File: config.mk
export PLATFORM = sky130hd
export DESIGN_NAME = ninjin_ddr_buf
export DESIGN_NICKNAME = d
export VERILOG_FILES = /design/src/ninjin_pkg.sv /design/src/mem_sp.sv /design/src/ninjin_ctrl.sv /design/src/ninjin_ddr_buf.sv /design/src/ninjin_ddr_cmd.sv /design/src/ninjin_pingpong.sv /design/src/ninjin_prefetch.sv
export SDC_FILE = /design/constraint.sdc
export NUM_CORES = 1
export LEC_CHECK = 0
export BUFFER_PORTS_ARGS = -buffer_cell sky130_fd_sc_hd__clkbuf_2
export CAP_MARGIN = 10
export CELL_PAD_IN_SITES_DETAIL_PLACEMENT = 1
export CELL_PAD_IN_SITES_GLOBAL_PLACEMENT = 1
export CORE_MARGIN = 2
export CORE_UTILIZATION = 25
export DETAILED_ROUTE_END_ITERATION = 6
export HOLD_SLACK_MARGIN = 0.06
export PLACE_DENSITY = 0.5
export SETUP_SLACK_MARGIN = 0.4
export SLEW_MARGIN = 20
export SYNTH_ARGS = -nofsm -noshare
export SYNTH_HDL_FRONTEND = slang
export SYNTH_SLANG_ARGS = --single-unit
File: constraint.sdc
create_clock -name clk -period 10 [get_ports clk]
set_clock_uncertainty 0.2 [all_clocks]
set_input_delay 1 -clock clk [delete_from_list [all_inputs] [get_ports clk]]
set_output_delay 1 -clock clk [all_outputs]
set_load 0.005 [all_outputs]
File: src/ninjin_pkg.sv
`default_nettype none

package ninjin_pkg;

  localparam int DWIDTH      = 16;
  localparam int RATE        = 2;
  localparam int BWIDTH      = DWIDTH * RATE;
  localparam int RATELOG     = $clog2(RATE);
  localparam int BURST_LEN   = 8;
  localparam int BURST_WORDS = RATE * BURST_LEN;
  localparam int BUFSIZE     = 3;
  localparam int IMGSIZE     = 16;
  localparam int LWIDTH      = 16;

  // ddr_mode codes
  localparam logic DDR_READ  = 1'b0;
  localparam logic DDR_WRITE = 1'b1;

  typedef logic signed [DWIDTH-1:0] word_t;
  typedef logic [BWIDTH-1:0]        beat_t;
  typedef logic [IMGSIZE-1:0]       addr_t;
  typedef logic [LWIDTH-1:0]        len_t;
  typedef logic [BUFSIZE-1:0]       idx_t;

  typedef enum logic [1:0] {
    S_IDLE  = 2'd0,
    S_PREF  = 2'd1,
    S_WRITE = 2'd2
  } state_t;

  // beats needed for up to one burst of words, rounded up
  function automatic len_t ceil_beats(len_t words);
    len_t n;
    n = (words < len_t'(BURST_WORDS)) ? words : len_t'(BURST_WORDS);
    return (n + len_t'(RATE - 1)) >> RATELOG;
  endfunction

endpackage

`default_nettype wire

File: src/mem_sp.sv
`timescale 1ns/1ps
`default_nettype none

module mem_sp (
  input  wire logic              clk,
  input  wire logic              we,
  input  wire ninjin_pkg::idx_t  addr,
  input  wire ninjin_pkg::beat_t wdata,
  output ninjin_pkg::beat_t      rdata
);

  ninjin_pkg::beat_t mem [ninjin_pkg::BURST_LEN];

  // write port
  always_ff @(posedge clk) begin
    if (we) begin
      mem[addr] <= wdata;
    end
  end

  // registered read, old data on a same-cycle write
  always_ff @(posedge clk) begin
    rdata <= mem[addr];
  end

endmodule

`default_nettype wire

File: src/ninjin_ctrl.sv
`timescale 1ns/1ps
`default_nettype none

module ninjin_ctrl (
  input  wire logic              clk,
  input  wire logic              xrst,
  input  wire logic              prefetch,
  input  wire ninjin_pkg::addr_t base_addr,
  input  wire ninjin_pkg::len_t  total_len,
  input  wire logic              mem_we,
  input  wire ninjin_pkg::addr_t mem_addr,
  input  wire logic              beat_wr,
  input  wire logic              pref_last,
  output ninjin_pkg::state_t     state,
  output ninjin_pkg::addr_t      cmd_base,
  output ninjin_pkg::len_t       cmd_len,
  output ninjin_pkg::len_t       words_left,
  output logic                   last_word,
  output logic                   fill_sel,
  output logic                   pref_start,
  output logic                   burst_done,
  output logic                   tail_done
);

  logic             pref_go;
  logic             wr_go;
  logic             pref_pend;
  logic             stream_end;
  logic             burst_end;
  ninjin_pkg::len_t word_cnt;
  ninjin_pkg::idx_t beat_cnt;

  assign pref_go = state == ninjin_pkg::S_IDLE && prefetch;
  assign wr_go   = state == ninjin_pkg::S_IDLE && !prefetch && mem_we;

  // final word of the stream, first word included
  always_comb begin
    if (wr_go) begin
      last_word = total_len <= ninjin_pkg::len_t'(1);
    end else begin
      last_word = state == ninjin_pkg::S_WRITE && mem_we
               && word_cnt + ninjin_pkg::len_t'(1) == cmd_len;
    end
  end

  // stored beat closes a burst or the stream
  assign burst_end = beat_wr
                  && (stream_end || beat_cnt == ninjin_pkg::idx_t'(ninjin_pkg::BURST_LEN - 1));

  // ====================
  // state machine
  // ====================

  always_ff @(posedge clk) begin
    if (!xrst) begin
      state <= ninjin_pkg::S_IDLE;
    end else begin
      case (state)
        ninjin_pkg::S_IDLE: begin
          if (pref_go) begin
            state <= ninjin_pkg::S_PREF;
          end else if (wr_go) begin
            state <= ninjin_pkg::S_WRITE;
          end
        end
        ninjin_pkg::S_PREF: begin
          if (pref_last) begin
            state <= ninjin_pkg::S_IDLE;
          end
        end
        // back to idle with the tail request
        ninjin_pkg::S_WRITE: begin
          if (tail_done) begin
            state <= ninjin_pkg::S_IDLE;
          end
        end
        default: begin
          state <= ninjin_pkg::S_IDLE;
        end
      endcase
    end
  end

  always_ff @(posedge clk) begin
    if (!xrst) begin
      cmd_base <= '0;
      cmd_len  <= '0;
    end else if (pref_go) begin
      cmd_base <= base_addr;
      cmd_len  <= total_len;
    end else if (wr_go) begin
      cmd_base <= mem_addr;
      cmd_len  <= total_len;
    end
  end

  // ====================
  // pulses and counters
  // ====================

  always_ff @(posedge clk) begin
    if (!xrst) begin
      pref_pend  <= 1'b0;
      pref_start <= 1'b0;
      burst_done <= 1'b0;
      tail_done  <= 1'b0;
      fill_sel   <= 1'b0;
    end else begin
      pref_pend  <= pref_go;
      pref_start <= pref_pend;
      burst_done <= burst_end && !stream_end;
      tail_done  <= burst_end && stream_end;
      if (burst_end) begin
        fill_sel <= !fill_sel;
      end
    end
  end

  always_ff @(posedge clk) begin
    if (!xrst) begin
      word_cnt   <= '0;
      beat_cnt   <= '0;
      words_left <= '0;
    end else if (wr_go) begin
      word_cnt   <= ninjin_pkg::len_t'(1);
      beat_cnt   <= '0;
      words_left <= total_len;
    end else begin
      if (state == ninjin_pkg::S_WRITE && mem_we) begin
        word_cnt <= word_cnt + 1'b1;
      end
      if (beat_wr) begin
        beat_cnt <= beat_cnt + 1'b1;
      end
      if (burst_end && !stream_end) begin
        words_left <= words_left - ninjin_pkg::len_t'(ninjin_pkg::BURST_WORDS);
      end
    end
  end

  // waits for the beat holding the last word
  always_ff @(posedge clk) begin
    if (!xrst) begin
      stream_end <= 1'b0;
    end else if (last_word) begin
      stream_end <= 1'b1;
    end else if (burst_end) begin
      stream_end <= 1'b0;
    end
  end

  a_wr_consec: assert property (
    @(posedge clk) disable iff (!xrst)
    state == ninjin_pkg::S_WRITE && mem_we
      |-> mem_addr == cmd_base + ninjin_pkg::addr_t'(word_cnt)
  ) else $error("write stream address is not consecutive");

  a_pref_idle: assert property (
    @(posedge clk) disable iff (!xrst)
    prefetch |-> state == ninjin_pkg::S_IDLE
  ) else $error("prefetch outside idle");

endmodule

`default_nettype wire

File: src/ninjin_ddr_buf.sv
`timescale 1ns/1ps
`default_nettype none

module ninjin_ddr_buf (
  input  wire logic              clk,
  input  wire logic              xrst,
  input  wire logic              prefetch,
  input  wire ninjin_pkg::addr_t base_addr,
  input  wire ninjin_pkg::len_t  total_len,
  input  wire logic              mem_we,
  input  wire ninjin_pkg::addr_t mem_addr,
  input  wire ninjin_pkg::word_t mem_wdata,
  input  wire logic              ddr_we,
  input  wire ninjin_pkg::idx_t  ddr_addr,
  input  wire ninjin_pkg::beat_t ddr_wdata,
  output logic                   ddr_req,
  output logic                   ddr_mode,
  output ninjin_pkg::addr_t      ddr_base,
  output ninjin_pkg::len_t       ddr_len,
  output ninjin_pkg::beat_t      ddr_rdata,
  output ninjin_pkg::word_t      mem_rdata
);

  ninjin_pkg::state_t state;
  ninjin_pkg::addr_t  cmd_base;
  ninjin_pkg::len_t   cmd_len;
  ninjin_pkg::len_t   words_left;
  logic               last_word;
  logic               fill_sel;
  logic               pref_start;
  logic               burst_done;
  logic               tail_done;
  logic               beat_wr;
  logic               pref_last;

  ninjin_ctrl u_ctrl (
    .clk        (clk),
    .xrst       (xrst),
    .prefetch   (prefetch),
    .base_addr  (base_addr),
    .total_len  (total_len),
    .mem_we     (mem_we),
    .mem_addr   (mem_addr),
    .beat_wr    (beat_wr),
    .pref_last  (pref_last),
    .state      (state),
    .cmd_base   (cmd_base),
    .cmd_len    (cmd_len),
    .words_left (words_left),
    .last_word  (last_word),
    .fill_sel   (fill_sel),
    .pref_start (pref_start),
    .burst_done (burst_done),
    .tail_done  (tail_done)
  );

  ninjin_ddr_cmd u_ddr_cmd (
    .clk        (clk),
    .xrst       (xrst),
    .state      (state),
    .cmd_base   (cmd_base),
    .cmd_len    (cmd_len),
    .words_left (words_left),
    .pref_start (pref_start),
    .burst_done (burst_done),
    .tail_done  (tail_done),
    .ddr_req    (ddr_req),
    .ddr_mode   (ddr_mode),
    .ddr_base   (ddr_base),
    .ddr_len    (ddr_len)
  );

  // boot buffer for the first burst
  ninjin_prefetch u_prefetch (
    .clk       (clk),
    .state     (state),
    .cmd_base  (cmd_base),
    .cmd_len   (cmd_len),
    .mem_addr  (mem_addr),
    .ddr_we    (ddr_we),
    .ddr_addr  (ddr_addr),
    .ddr_wdata (ddr_wdata),
    .pref_last (pref_last),
    .mem_rdata (mem_rdata)
  );

  // write side double buffer
  ninjin_pingpong u_pingpong (
    .clk       (clk),
    .xrst      (xrst),
    .mem_we    (mem_we),
    .mem_wdata (mem_wdata),
    .last_word (last_word),
    .fill_sel  (fill_sel),
    .ddr_addr  (ddr_addr),
    .beat_wr   (beat_wr),
    .ddr_rdata (ddr_rdata)
  );

endmodule

`default_nettype wire

File: src/ninjin_ddr_cmd.sv
`timescale 1ns/1ps
`default_nettype none

module ninjin_ddr_cmd (
  input  wire logic               clk,
  input  wire logic               xrst,
  input  wire ninjin_pkg::state_t state,
  input  wire ninjin_pkg::addr_t  cmd_base,
  input  wire ninjin_pkg::len_t   cmd_len,
  input  wire ninjin_pkg::len_t   words_left,
  input  wire logic               pref_start,
  input  wire logic               burst_done,
  input  wire logic               tail_done,
  output logic                    ddr_req,
  output logic                    ddr_mode,
  output ninjin_pkg::addr_t       ddr_base,
  output ninjin_pkg::len_t        ddr_len
);

  ninjin_pkg::addr_t burst_off;
  ninjin_pkg::len_t  req_len;

  // prefetch capped at one burst, tail rounded up to whole beats
  assign req_len = ninjin_pkg::ceil_beats(pref_start ? cmd_len : words_left);

  always_ff @(posedge clk) begin
    if (!xrst) begin
      ddr_req   <= 1'b0;
      ddr_mode  <= 1'b0;
      ddr_base  <= '0;
      ddr_len   <= '0;
      burst_off <= '0;
    end else begin
      ddr_req <= pref_start || burst_done || tail_done;
      if (pref_start) begin
        ddr_mode <= ninjin_pkg::DDR_READ;
        ddr_base <= cmd_base;
        ddr_len  <= req_len;
      end else if (burst_done || tail_done) begin
        ddr_mode  <= ninjin_pkg::DDR_WRITE;
        ddr_base  <= cmd_base + burst_off;
        burst_off <= burst_off + ninjin_pkg::addr_t'(ninjin_pkg::BURST_WORDS);
        if (burst_done) begin
          ddr_len <= ninjin_pkg::len_t'(ninjin_pkg::BURST_LEN);
        end else begin
          ddr_len <= req_len;
        end
      end else if (state == ninjin_pkg::S_IDLE) begin
        ddr_mode  <= 1'b0;
        ddr_base  <= '0;
        ddr_len   <= '0;
        burst_off <= '0;
      end
    end
  end

  // requests come from distinct controller events
  a_req_pulse: assert property (
    @(posedge clk) disable iff (!xrst)
    ddr_req |=> !ddr_req
  ) else $error("ddr_req held for two cycles");

endmodule

`default_nettype wire

File: src/ninjin_pingpong.sv
`timescale 1ns/1ps
`default_nettype none

module ninjin_pingpong (
  input  wire logic              clk,
  input  wire logic              xrst,
  input  wire logic              mem_we,
  input  wire ninjin_pkg::word_t mem_wdata,
  input  wire logic              last_word,
  input  wire logic              fill_sel,
  input  wire ninjin_pkg::idx_t  ddr_addr,
  output logic                   beat_wr,
  output ninjin_pkg::beat_t      ddr_rdata
);

  localparam int W  = ninjin_pkg::DWIDTH;
  localparam int BW = ninjin_pkg::BWIDTH;

  ninjin_pkg::beat_t              pack_q;
  ninjin_pkg::beat_t              pack_next;
  ninjin_pkg::beat_t              beat_q;
  logic [ninjin_pkg::RATELOG-1:0] wcnt;
  logic                           beat_close;
  logic                           flip;
  logic                           fill_q;
  logic                           drain_sel;
  ninjin_pkg::idx_t               fill_idx;
  ninjin_pkg::len_t               drain_cnt [2];
  ninjin_pkg::beat_t              buf_rdata [2];

  // ====================
  // word packer
  // ====================

  // new word enters at the top, word 0 ends in the low bits
  assign pack_next  = {mem_wdata, pack_q[BW-1:W]};
  assign beat_close = mem_we && (wcnt == ninjin_pkg::RATE - 1 || last_word);

  always_ff @(posedge clk) begin
    if (mem_we) begin
      pack_q <= pack_next;
    end
    // short beat slides down, upper words zero
    if (beat_close) begin
      beat_q <= pack_next >> (W * (ninjin_pkg::RATE - 1 - int'(wcnt)));
    end
  end

  always_ff @(posedge clk) begin
    if (!xrst) begin
      wcnt    <= '0;
      beat_wr <= 1'b0;
    end else begin
      beat_wr <= beat_close;
      if (beat_close) begin
        wcnt <= '0;
      end else if (mem_we) begin
        wcnt <= wcnt + 1'b1;
      end
    end
  end

  // ====================
  // buffer pointers
  // ====================

  assign flip = fill_sel != fill_q;

  always_ff @(posedge clk) begin
    if (!xrst) begin
      fill_q    <= 1'b0;
      drain_sel <= 1'b1;
      fill_idx  <= '0;
    end else begin
      fill_q    <= fill_sel;
      drain_sel <= !fill_sel;
      if (flip) begin
        fill_idx <= '0;
      end else if (beat_wr) begin
        fill_idx <= fill_idx + 1'b1;
      end
    end
  end

  // drain window per buffer after it is handed over
  always_ff @(posedge clk) begin
    if (!xrst) begin
      drain_cnt[0] <= '0;
      drain_cnt[1] <= '0;
    end else begin
      for (int i = 0; i < 2; i++) begin
        if (flip && fill_q == 1'(i)) begin
          drain_cnt[i] <= ninjin_pkg::len_t'(ninjin_pkg::BURST_WORDS + 1);
        end else if (drain_cnt[i] != '0) begin
          drain_cnt[i] <= drain_cnt[i] - 1'b1;
        end
      end
    end
  end

  for (genvar i = 0; i < 2; i++) begin : g_buf
    logic is_fill;

    assign is_fill = fill_sel == 1'(i);

    mem_sp u_mem (
      .clk   (clk),
      .we    (beat_wr && is_fill),
      .addr  (is_fill ? fill_idx : ddr_addr),
      .wdata (beat_q),
      .rdata (buf_rdata[i])
    );
  end

  assign ddr_rdata = buf_rdata[drain_sel];

  a_no_overrun: assert property (
    @(posedge clk) disable iff (!xrst)
    beat_wr |-> drain_cnt[fill_sel] == '0
  ) else $error("fill into a buffer still draining");

endmodule

`default_nettype wire

File: src/ninjin_prefetch.sv
`timescale 1ns/1ps
`default_nettype none

module ninjin_prefetch (
  input  wire logic               clk,
  input  wire ninjin_pkg::state_t state,
  input  wire ninjin_pkg::addr_t  cmd_base,
  input  wire ninjin_pkg::len_t   cmd_len,
  input  wire ninjin_pkg::addr_t  mem_addr,
  input  wire logic               ddr_we,
  input  wire ninjin_pkg::idx_t   ddr_addr,
  input  wire ninjin_pkg::beat_t  ddr_wdata,
  output logic                    pref_last,
  output ninjin_pkg::word_t       mem_rdata
);

  localparam int OFS_TOP = ninjin_pkg::BUFSIZE + ninjin_pkg::RATELOG - 1;

  logic                           in_pref;
  logic                           boot_we;
  ninjin_pkg::idx_t               boot_addr;
  ninjin_pkg::idx_t               last_idx;
  ninjin_pkg::addr_t              offset;
  ninjin_pkg::beat_t              boot_rdata;
  logic [ninjin_pkg::RATELOG-1:0] word_off;

  assign in_pref  = state == ninjin_pkg::S_PREF;
  assign last_idx = ninjin_pkg::idx_t'(ninjin_pkg::ceil_beats(cmd_len) - 1);

  // the beat that completes the prefetch
  assign pref_last = in_pref && ddr_we && ddr_addr == last_idx;

  // word offset into the prefetched image
  assign offset = mem_addr - cmd_base;

  assign boot_we   = in_pref && ddr_we;
  assign boot_addr = in_pref ? ddr_addr : offset[OFS_TOP:ninjin_pkg::RATELOG];

  always_ff @(posedge clk) begin
    word_off <= offset[ninjin_pkg::RATELOG-1:0];
  end

  mem_sp u_boot (
    .clk   (clk),
    .we    (boot_we),
    .addr  (boot_addr),
    .wdata (ddr_wdata),
    .rdata (boot_rdata)
  );

  // pick the word out of the beat read last cycle
  assign mem_rdata = boot_rdata[word_off*ninjin_pkg::DWIDTH +: ninjin_pkg::DWIDTH];

endmodule

`default_nettype wire

After elaboration in Yosys (flattened, before gate mapping)
Memories as Yosys holds them, arrays and structs flattened. A register that Yosys moved wholly into a read port is not among the register bits.
Index checks and enable logic that the tools add are counted.
Operators by class
  reduce and logical (&&, ||, !) cells: 34
  mux-type cells: 40
  order comparisons: 4
  shift operators: 2
  eq/ne operators: 9
  $add $sub $neg: 12
  bitwise gates (word level): 4
Operators by type and width (count)
  16-bit two-way mux: 13
  32-bit two-way mux: 3
  16-bit by 1-bit adder with 16-bit output, second input constant: 2
  16-bit by 5-bit less-than comparator with 1-bit output, second input constant: 2
  32-bit by 6-bit indexed part select with 16-bit output: 1
  32-bit by 32-bit right shift with 32-bit output: 1
  15-bit two-way mux: 2
  16-bit adder: 1
  16-bit by 5-bit adder with 16-bit output, second input constant: 1
  16-bit == test: 1
  16-bit by 1-bit less-or-equal comparator with 1-bit output, second input constant: 1
  16-bit by 5-bit subtractor with 16-bit output, second input constant: 1
  1-bit logical AND: 13
  1-bit two-way mux: 13
  2-bit nonzero test: 5
  3-bit two-way mux: 3
  2-bit two-way mux: 4
  2-bit OR reduction: 4
  3-bit by 1-bit adder with 3-bit output, second input constant: 2
  2-bit one-hot mux with 3 select lines: 1
  1-bit logical OR: 5
  4-bit by 1-bit adder with 4-bit output, second input constant: 1
  4-bit two-way mux: 1
  4-bit subtractor: 1
  19 further kinds: 23
Word-level totals
  bits in registers: 197
  memories kept: 3
  logic and storage cells: 135
  RAM bits: 768
Memory list
  u_pingpong.g_buf[0].u_mem.mem: depth 8, width 32, rd ports 1, clocked after Yosys merged registers in 1, wr ports 1, line mem_sp.sv:12  | ninjin_pkg::beat_t mem [ninjin_pkg::BURST_LEN];
  u_pingpong.g_buf[1].u_mem.mem: depth 8, width 32, rd ports 1, clocked after Yosys merged registers in 1, wr ports 1, line mem_sp.sv:12
  u_prefetch.u_boot.mem: depth 8, width 32, rd ports 1, clocked after Yosys merged registers in 1, wr ports 1, line mem_sp.sv:12

Logic depth before layout (Yosys ltp)
  depth after elaboration: 8
  depth in mapped cells: 12
  gate-level depth less buffers: 10

By module
Synthesis repeated with hierarchy kept, for this count alone.
Second synthesis, totals
  cells, all modules: 2281
  area, all modules: 40548.9 um^2
By module, submodules not included
  mem_sp: area an instance 10500.1 um^2, instances 3, cells an instance 453, seq. area each 8328.0 um^2
  ninjin_ctrl: area an instance 3601.0 um^2, instances 1, cells an instance 449, seq. area each 1501.4 um^2
  ninjin_pingpong: area an instance 2509.9 um^2, instances 1, cells an instance 153, seq. area each 1581.5 um^2
  ninjin_ddr_cmd: area an instance 2391.0 um^2, instances 1, cells an instance 255, seq. area each 900.9 um^2
  ninjin_prefetch: area an instance 546.8 um^2, instances 1, cells an instance 65, seq. area each 20.0 um^2

Least setup slack after synthesis
Ideal clock, no wire load.
  path kind: input to register
  start: in mem_addr[0]
  end: mem u_prefetch.u_boot.mem[4][0] in the netlist's numbering, enable pin
  data arrival time: 5589 ps
  required time: 9287 ps
  buffers on the path: 1
  cell stages on the path: 7
  path slack: 3698 ps
  setup time: 513 ps
  path through: inv_1 ha_1 fa_1 xor2_1 a21oi_1 clkbuf_1 nor4b_1
On the way
  cells in the longest elaborated chain, start to end: 2
RTL lines
  from (decl): line ninjin_ddr_buf.sv:11  | input wire ninjin_pkg::addr_t mem_addr,
  4-bit subtractor: line ninjin_prefetch.sv:34  | assign offset = mem_addr - cmd_base;
  3-bit two-way mux: line ninjin_prefetch.sv:37  | assign boot_addr = in_pref ? ddr_addr : offset[OFS_TOP:ninjin_pkg::RATELOG];
  to (decl): line mem_sp.sv:12
Every way passes these cells.

Worst setup path in the final report
  start: reg u_ctrl.word_cnt[0]
  end: reg u_pingpong.beat_q[19], enable pin
On the way
  cells in the longest elaborated chain, start to end: 6
RTL lines
  from (decl): line ninjin_ctrl.sv:30  | ninjin_pkg::len_t word_cnt;
  from (signal assigned): line ninjin_ctrl.sv:125  | word_cnt <= ninjin_pkg::len_t'(1);
  from (signal assigned): line ninjin_ctrl.sv:130  | word_cnt <= word_cnt + 1'b1;
  16-bit by 1-bit adder with 16-bit output: line ninjin_ctrl.sv:42  | && word_cnt + ninjin_pkg::len_t'(1) == cmd_len;
  16-bit == test: line ninjin_ctrl.sv:42
  1-bit logical AND: line ninjin_ctrl.sv:42
  1-bit two-way mux: line ninjin_ctrl.sv:38  | if (wr_go) begin
  1-bit logical OR: line ninjin_pingpong.sv:37  | assign beat_close = mem_we && (wcnt == ninjin_pkg::RATE - 1 || last_word);
  1-bit logical AND: line ninjin_pingpong.sv:37
  named net u_pingpong.beat_close: line ninjin_pingpong.sv:23  | logic beat_close;
  to (signal assigned): line ninjin_pingpong.sv:45  | beat_q <= pack_next >> (W * (ninjin_pkg::RATE - 1 - int'(wcnt)));
  to (decl): line ninjin_pingpong.sv:21  | ninjin_pkg::beat_t beat_q;
The timed path passes the listed nets, and every way through them passes these cells.
A chain may end at the register's enable or synchronous reset.

==> impl_results.md <==
* Status: finished, final reports clean
* Leak pwr at 17.08 nW
* CP Launch Type: flop
* Critical Path RT at 10.11 ns
* Area Growth Syn to Fin at 18.36%
* Slew @ Worst Pin at 1.101 ns
* Final Critical Period at 4.015 ns
* HP Class: flop to flop
* Port Buffers at 184
* Reg2reg end: u_pingpong.beat_q[19]
* 1st-iter DRT viols at 1675
* Cells resized by post-CTS repair at 0
* Drt wl/cell at 20.94 um
* WP data arrival at 4.13 ns
* Post-DP HPWL at 67.72 mm
* Placed Area at 44210 um2
* Slew margin rel. at 26.60%
* Main synth FF type: edfxtp_1
* Simple-gate share of the synthesized area at 18.15%
* Cell count after synthesis at 3370
* Storage cell area at 28990 um2
* Global route overflow at 0
* Comb pwr share at 8.5%
* Main combinational cell family by area after synthesis: simple AND/OR/NAND/NOR gates
* Final hold vios at 0
* Die area at 165600 um2
* Clk_lat worst skew at 0.75 ns
* Die height at 406.9 um
* Compound-Gate Fraction of Synth Area at 3.570%
* Crit path launch: u_ctrl.word_cnt[0]
* DR vias/cell at 4.497
* Highest clock rate at 249.1 MHz
* Largest net degree at the start of global routing at 85
* Vias in the first global route at 26880
* Slew Viols, Final at 0
* Hold Crit Endpoint: u_ctrl.pref_start
* Max IR drop VDD at 134.3 uV
* Sequential fraction of design power at 49.0%
* Register-to-Register Setup Slack at 5.98 ns
* CTS Buffer Depth at 3
* RSZ-0062 raised after global routing: false
* Initial antenna violation count at 22
* Sequential share of the synthesized area at 71.43%
* Post-CTS Setup Bufs at 0
* Residual DRC at 0
* Post-synth cell types at 66
* Cts hold-fix bufs at 0
* Horiz. Die Dim at 406.9 um
* Fin util at 29.85%
* Row cnt at 147
* CTS Buf Count at 113
* Slowest stage delay, CP at 0.78 ns
* Syn Area/Cell at 12.04 um2
* Layout cells sized above 1 at 14.68%
* Adder-cell area share of the yosys netlist at 0.7584%
* Clk pin slew, worst setup/hold paths at 0.06 ns
* First-pass GRT wire length at 180.2 mm
* Period utilisation layout at 40.15%
* CTS sink cnt at 1040
* Number of flops mapped to enable cells by yosys at 816
* Setup-failing EPs final at 0
* Clock power frac at 42.5%
* CP Capture Type: flop
* Post-synthesis mux area share at 2.405%
* GR Util All Layers at 14.64%
* CP cell instances: ha_1, nand4_1, nor3_1, xnor2_1, or4_1, or3_1, nor3_2, or2_2
* Top delay family on crit path: simple AND/OR/NAND/NOR gates
* Final wirelength at 121.2 mm
* Footprint of the multi-input gates at 11090 um2
* Post-Layout Inst Area at 48030 um2
* Antenna Nets Post-Route at 0
* GP Congestion at 0.7058
* NetSw at 0.002466 W
* Slowest stage cell, crit path: or2_2
* P_int at 0.007497 W
* Htree depth at 3
* Hold_sp: u_ctrl.pref_pend
* Cell Pwr Density at 207.4 nW/um2
* Hold Path Cell Cnt at 1
* Synth async-reset ratio at 0%
* Syn nets at 3498
* Post-Synth XOR/XNOR Area at 1.619%
* CTS root buf: clkbuf_16
* FF-to-FF Start: u_ctrl.word_cnt[0]
* R2R depth at 8
* Via Count at 26040
* Number of synthesized register bits at 1040
* NumNets Final at 3652
* Maximum fanout along the worst path at 32
* Setup TNS Final at 0 ns
* Sw frac at 24.75%
* CTS tree: built
* CP bufs+invs at 0
* Synth Cell Area at 40580 um2
* Setup CP Type: flop to flop
* Number of fill cells at 17610
* Yosys Warn Count at 0
* Top-Level Pins at 186
* Initial Utilization at 25.22%
* Max-cap violations at 0
* Number of detailed-route iterations in the first pass at 7
* Core Area at 160900 um2
## power groups by stage
stage,registers (W),clock network [W],logic [W]
floorplan,0.00491,0,0.000523
global placement,0.00498,0,0.000862
detailed placement,0.00498,0,0.000874
CTS,0.00489,0.00436,0.000877
global route,0.00489,0.00452,0.000960
finish,0.00488,0.00424,0.000846
## worst max-delay path by stage
stage / endpoint / depth (start not counted)
floorplan: u_prefetch.u_boot.mem[4][0] / 7
CTS: u_pingpong.beat_q[19] / 8
global route: u_pingpong.beat_q[19] / 8
global placement: u_pingpong.beat_q[13] / 9
finish: u_pingpong.beat_q[19] / 8
detailed placement: u_pingpong.beat_q[2] / 9
## state kept, by name, summed over array words and instances, names as in the netlist, 16 cells and up
register	count
u_pingpong.g_buf.u_mem.mem	512
u_ctrl.cmd_base	16
u_pingpong.pack_q	16
u_prefetch.u_boot.mem	256
u_ctrl.cmd_len	16
u_ctrl.word_cnt	16
u_pingpong.g_buf.u_mem.rdata	64
u_ctrl.words_left	16
u_prefetch.u_boot.rdata	32
u_pingpong.beat_q	32
u_ddr_cmd.ddr_base	16
## stage by stage
| stage | hold slack, ns | setup slack (ns) | total power (W) | instances |
|---|---|---|---|---|
| 3_5_place_dp | 0.2289 | 5.358 | 0.005854 | 5568 |
| 6_report | 0.2415 | 5.985 | 0.009963 | 5790 |
| 3_3_place_gp | 0.2156 | 5.394 | 0.005841 | 5565 |
| 4_1_cts | 0.2050 | 5.950 | 0.01013 | 5784 |
| 5_1_grt | 0.2528 | 5.670 | 0.01037 | 5789 |
| 2_1_floorplan | 0.2119 | 3.698 | 0.005430 | 3370 |
## worst reg2reg max path: stages (launching register included)
cell     delay, ns
dfxtp_1       0.48
ha_1          0.39
nand4_1       0.23
nor3_1        0.28
xnor2_1       0.12
or4_1         0.49
or3_1         0.33
nor3_2        0.29
or2_2         0.78
## cell usage in the layout (no fill, tap or decap), types with 5 or more instances in the layout
cell and instances:
diode_2 5, o21ai_0 113, nand2b_1 10, clkinv_2 24
nor2_4 13, nor4_1 7, nor2b_1 15, mux2i_1 8
buf_4 49, nand4_1 16, inv_1 17, bufinv_16 10
a211oi_1 9, dfxtp_1 223, clkbuf_1 29, a311oi_1 17
nor3_1 13, edfxtp_1 816, mux2_2 68, ha_1 23
or3_1 12, and2_1 23, clkbuf_8 11, xnor2_1 42
xor2_1 33, nand2_1 961, a222oi_1 8, a22o_1 9
nand3_1 486, clkinv_1 18, nor3_2 7, a22oi_1 5
a21oi_1 42, clkbuf_16 113, clkbuf_2 184, and3_1 17
nor2_1 80
## cell families after synthesis
| group | count (synthesis) |
|---|---|
| AO/OA/AOI/OAI | 238 |
| XOR/XNOR | 75 |
| adder cells (fa/ha/maj) | 24 |
| buffers and inverters | 217 |
| flip-flops | 1040 |
| multiplexers | 84 |
| other | 1 |
| AND/OR/NAND/NOR | 1691 |
## synthesized netlist by cell type (all sizes together), types with 3 or more instances
cell type / number / area share, %
a22o: 9 / 0.19
nand2: 962 / 8.9
nor2b: 18 / 0.28
or3: 13 / 0.20
nor2: 93 / 0.86
nor4: 11 / 0.18
o21a: 5 / 0.093
and2: 24 / 0.37
nand4: 17 / 0.30
or2: 6 / 0.093
mux2i: 12 / 0.30
ha: 23 / 0.71
buf: 33 / 0.35
a22oi: 5 / 0.093
inv: 17 / 0.16
mux2: 68 / 1.9
a311oi: 17 / 0.37
a21oi: 43 / 0.53
nand2b: 10 / 0.15
a211oi: 9 / 0.17
clkbuf: 166 / 1.5
xor2: 33 / 0.71
nor3: 20 / 0.26
edfxtp: 816 / 60
and3: 17 / 0.26
a222oi: 8 / 0.20
o41ai: 3 / 0.065
a21boi: 4 / 0.074
dfxtp: 224 / 11
mux4: 4 / 0.22
nor3b: 3 / 0.055
nand3: 487 / 6.0
a21o: 4 / 0.074
nand3b: 3 / 0.055
xnor2: 42 / 0.91
o21ai: 118 / 1.5
## area by class of cell
| cell class | instances | area share (%) |
|---|---|---|
| diodes | 5 | 0.02605 |
| clock buffers | 153 | 6.429 |
| clock inverters | 63 | 1.420 |
| inverters | 18 | 0.1407 |
| multi-input cells | 2113 | 23.08 |
| flip-flops and latches | 1040 | 60.36 |
| well taps | 2160 | 5.627 |
| repair buffers | 238 | 2.920 |
## layer usage
| metal | share of wire, % | global-route usage [%] |
|---|---|---|
| met1 | 46 | 19.58 |
| met2 | 48 | 24.31 |
| met3 | 4.2 | 2.713 |
| met4 | 1.7 | 3.717 |
| met5 | 0.14 | 0 |
Power figures use the tool's default switching activity.
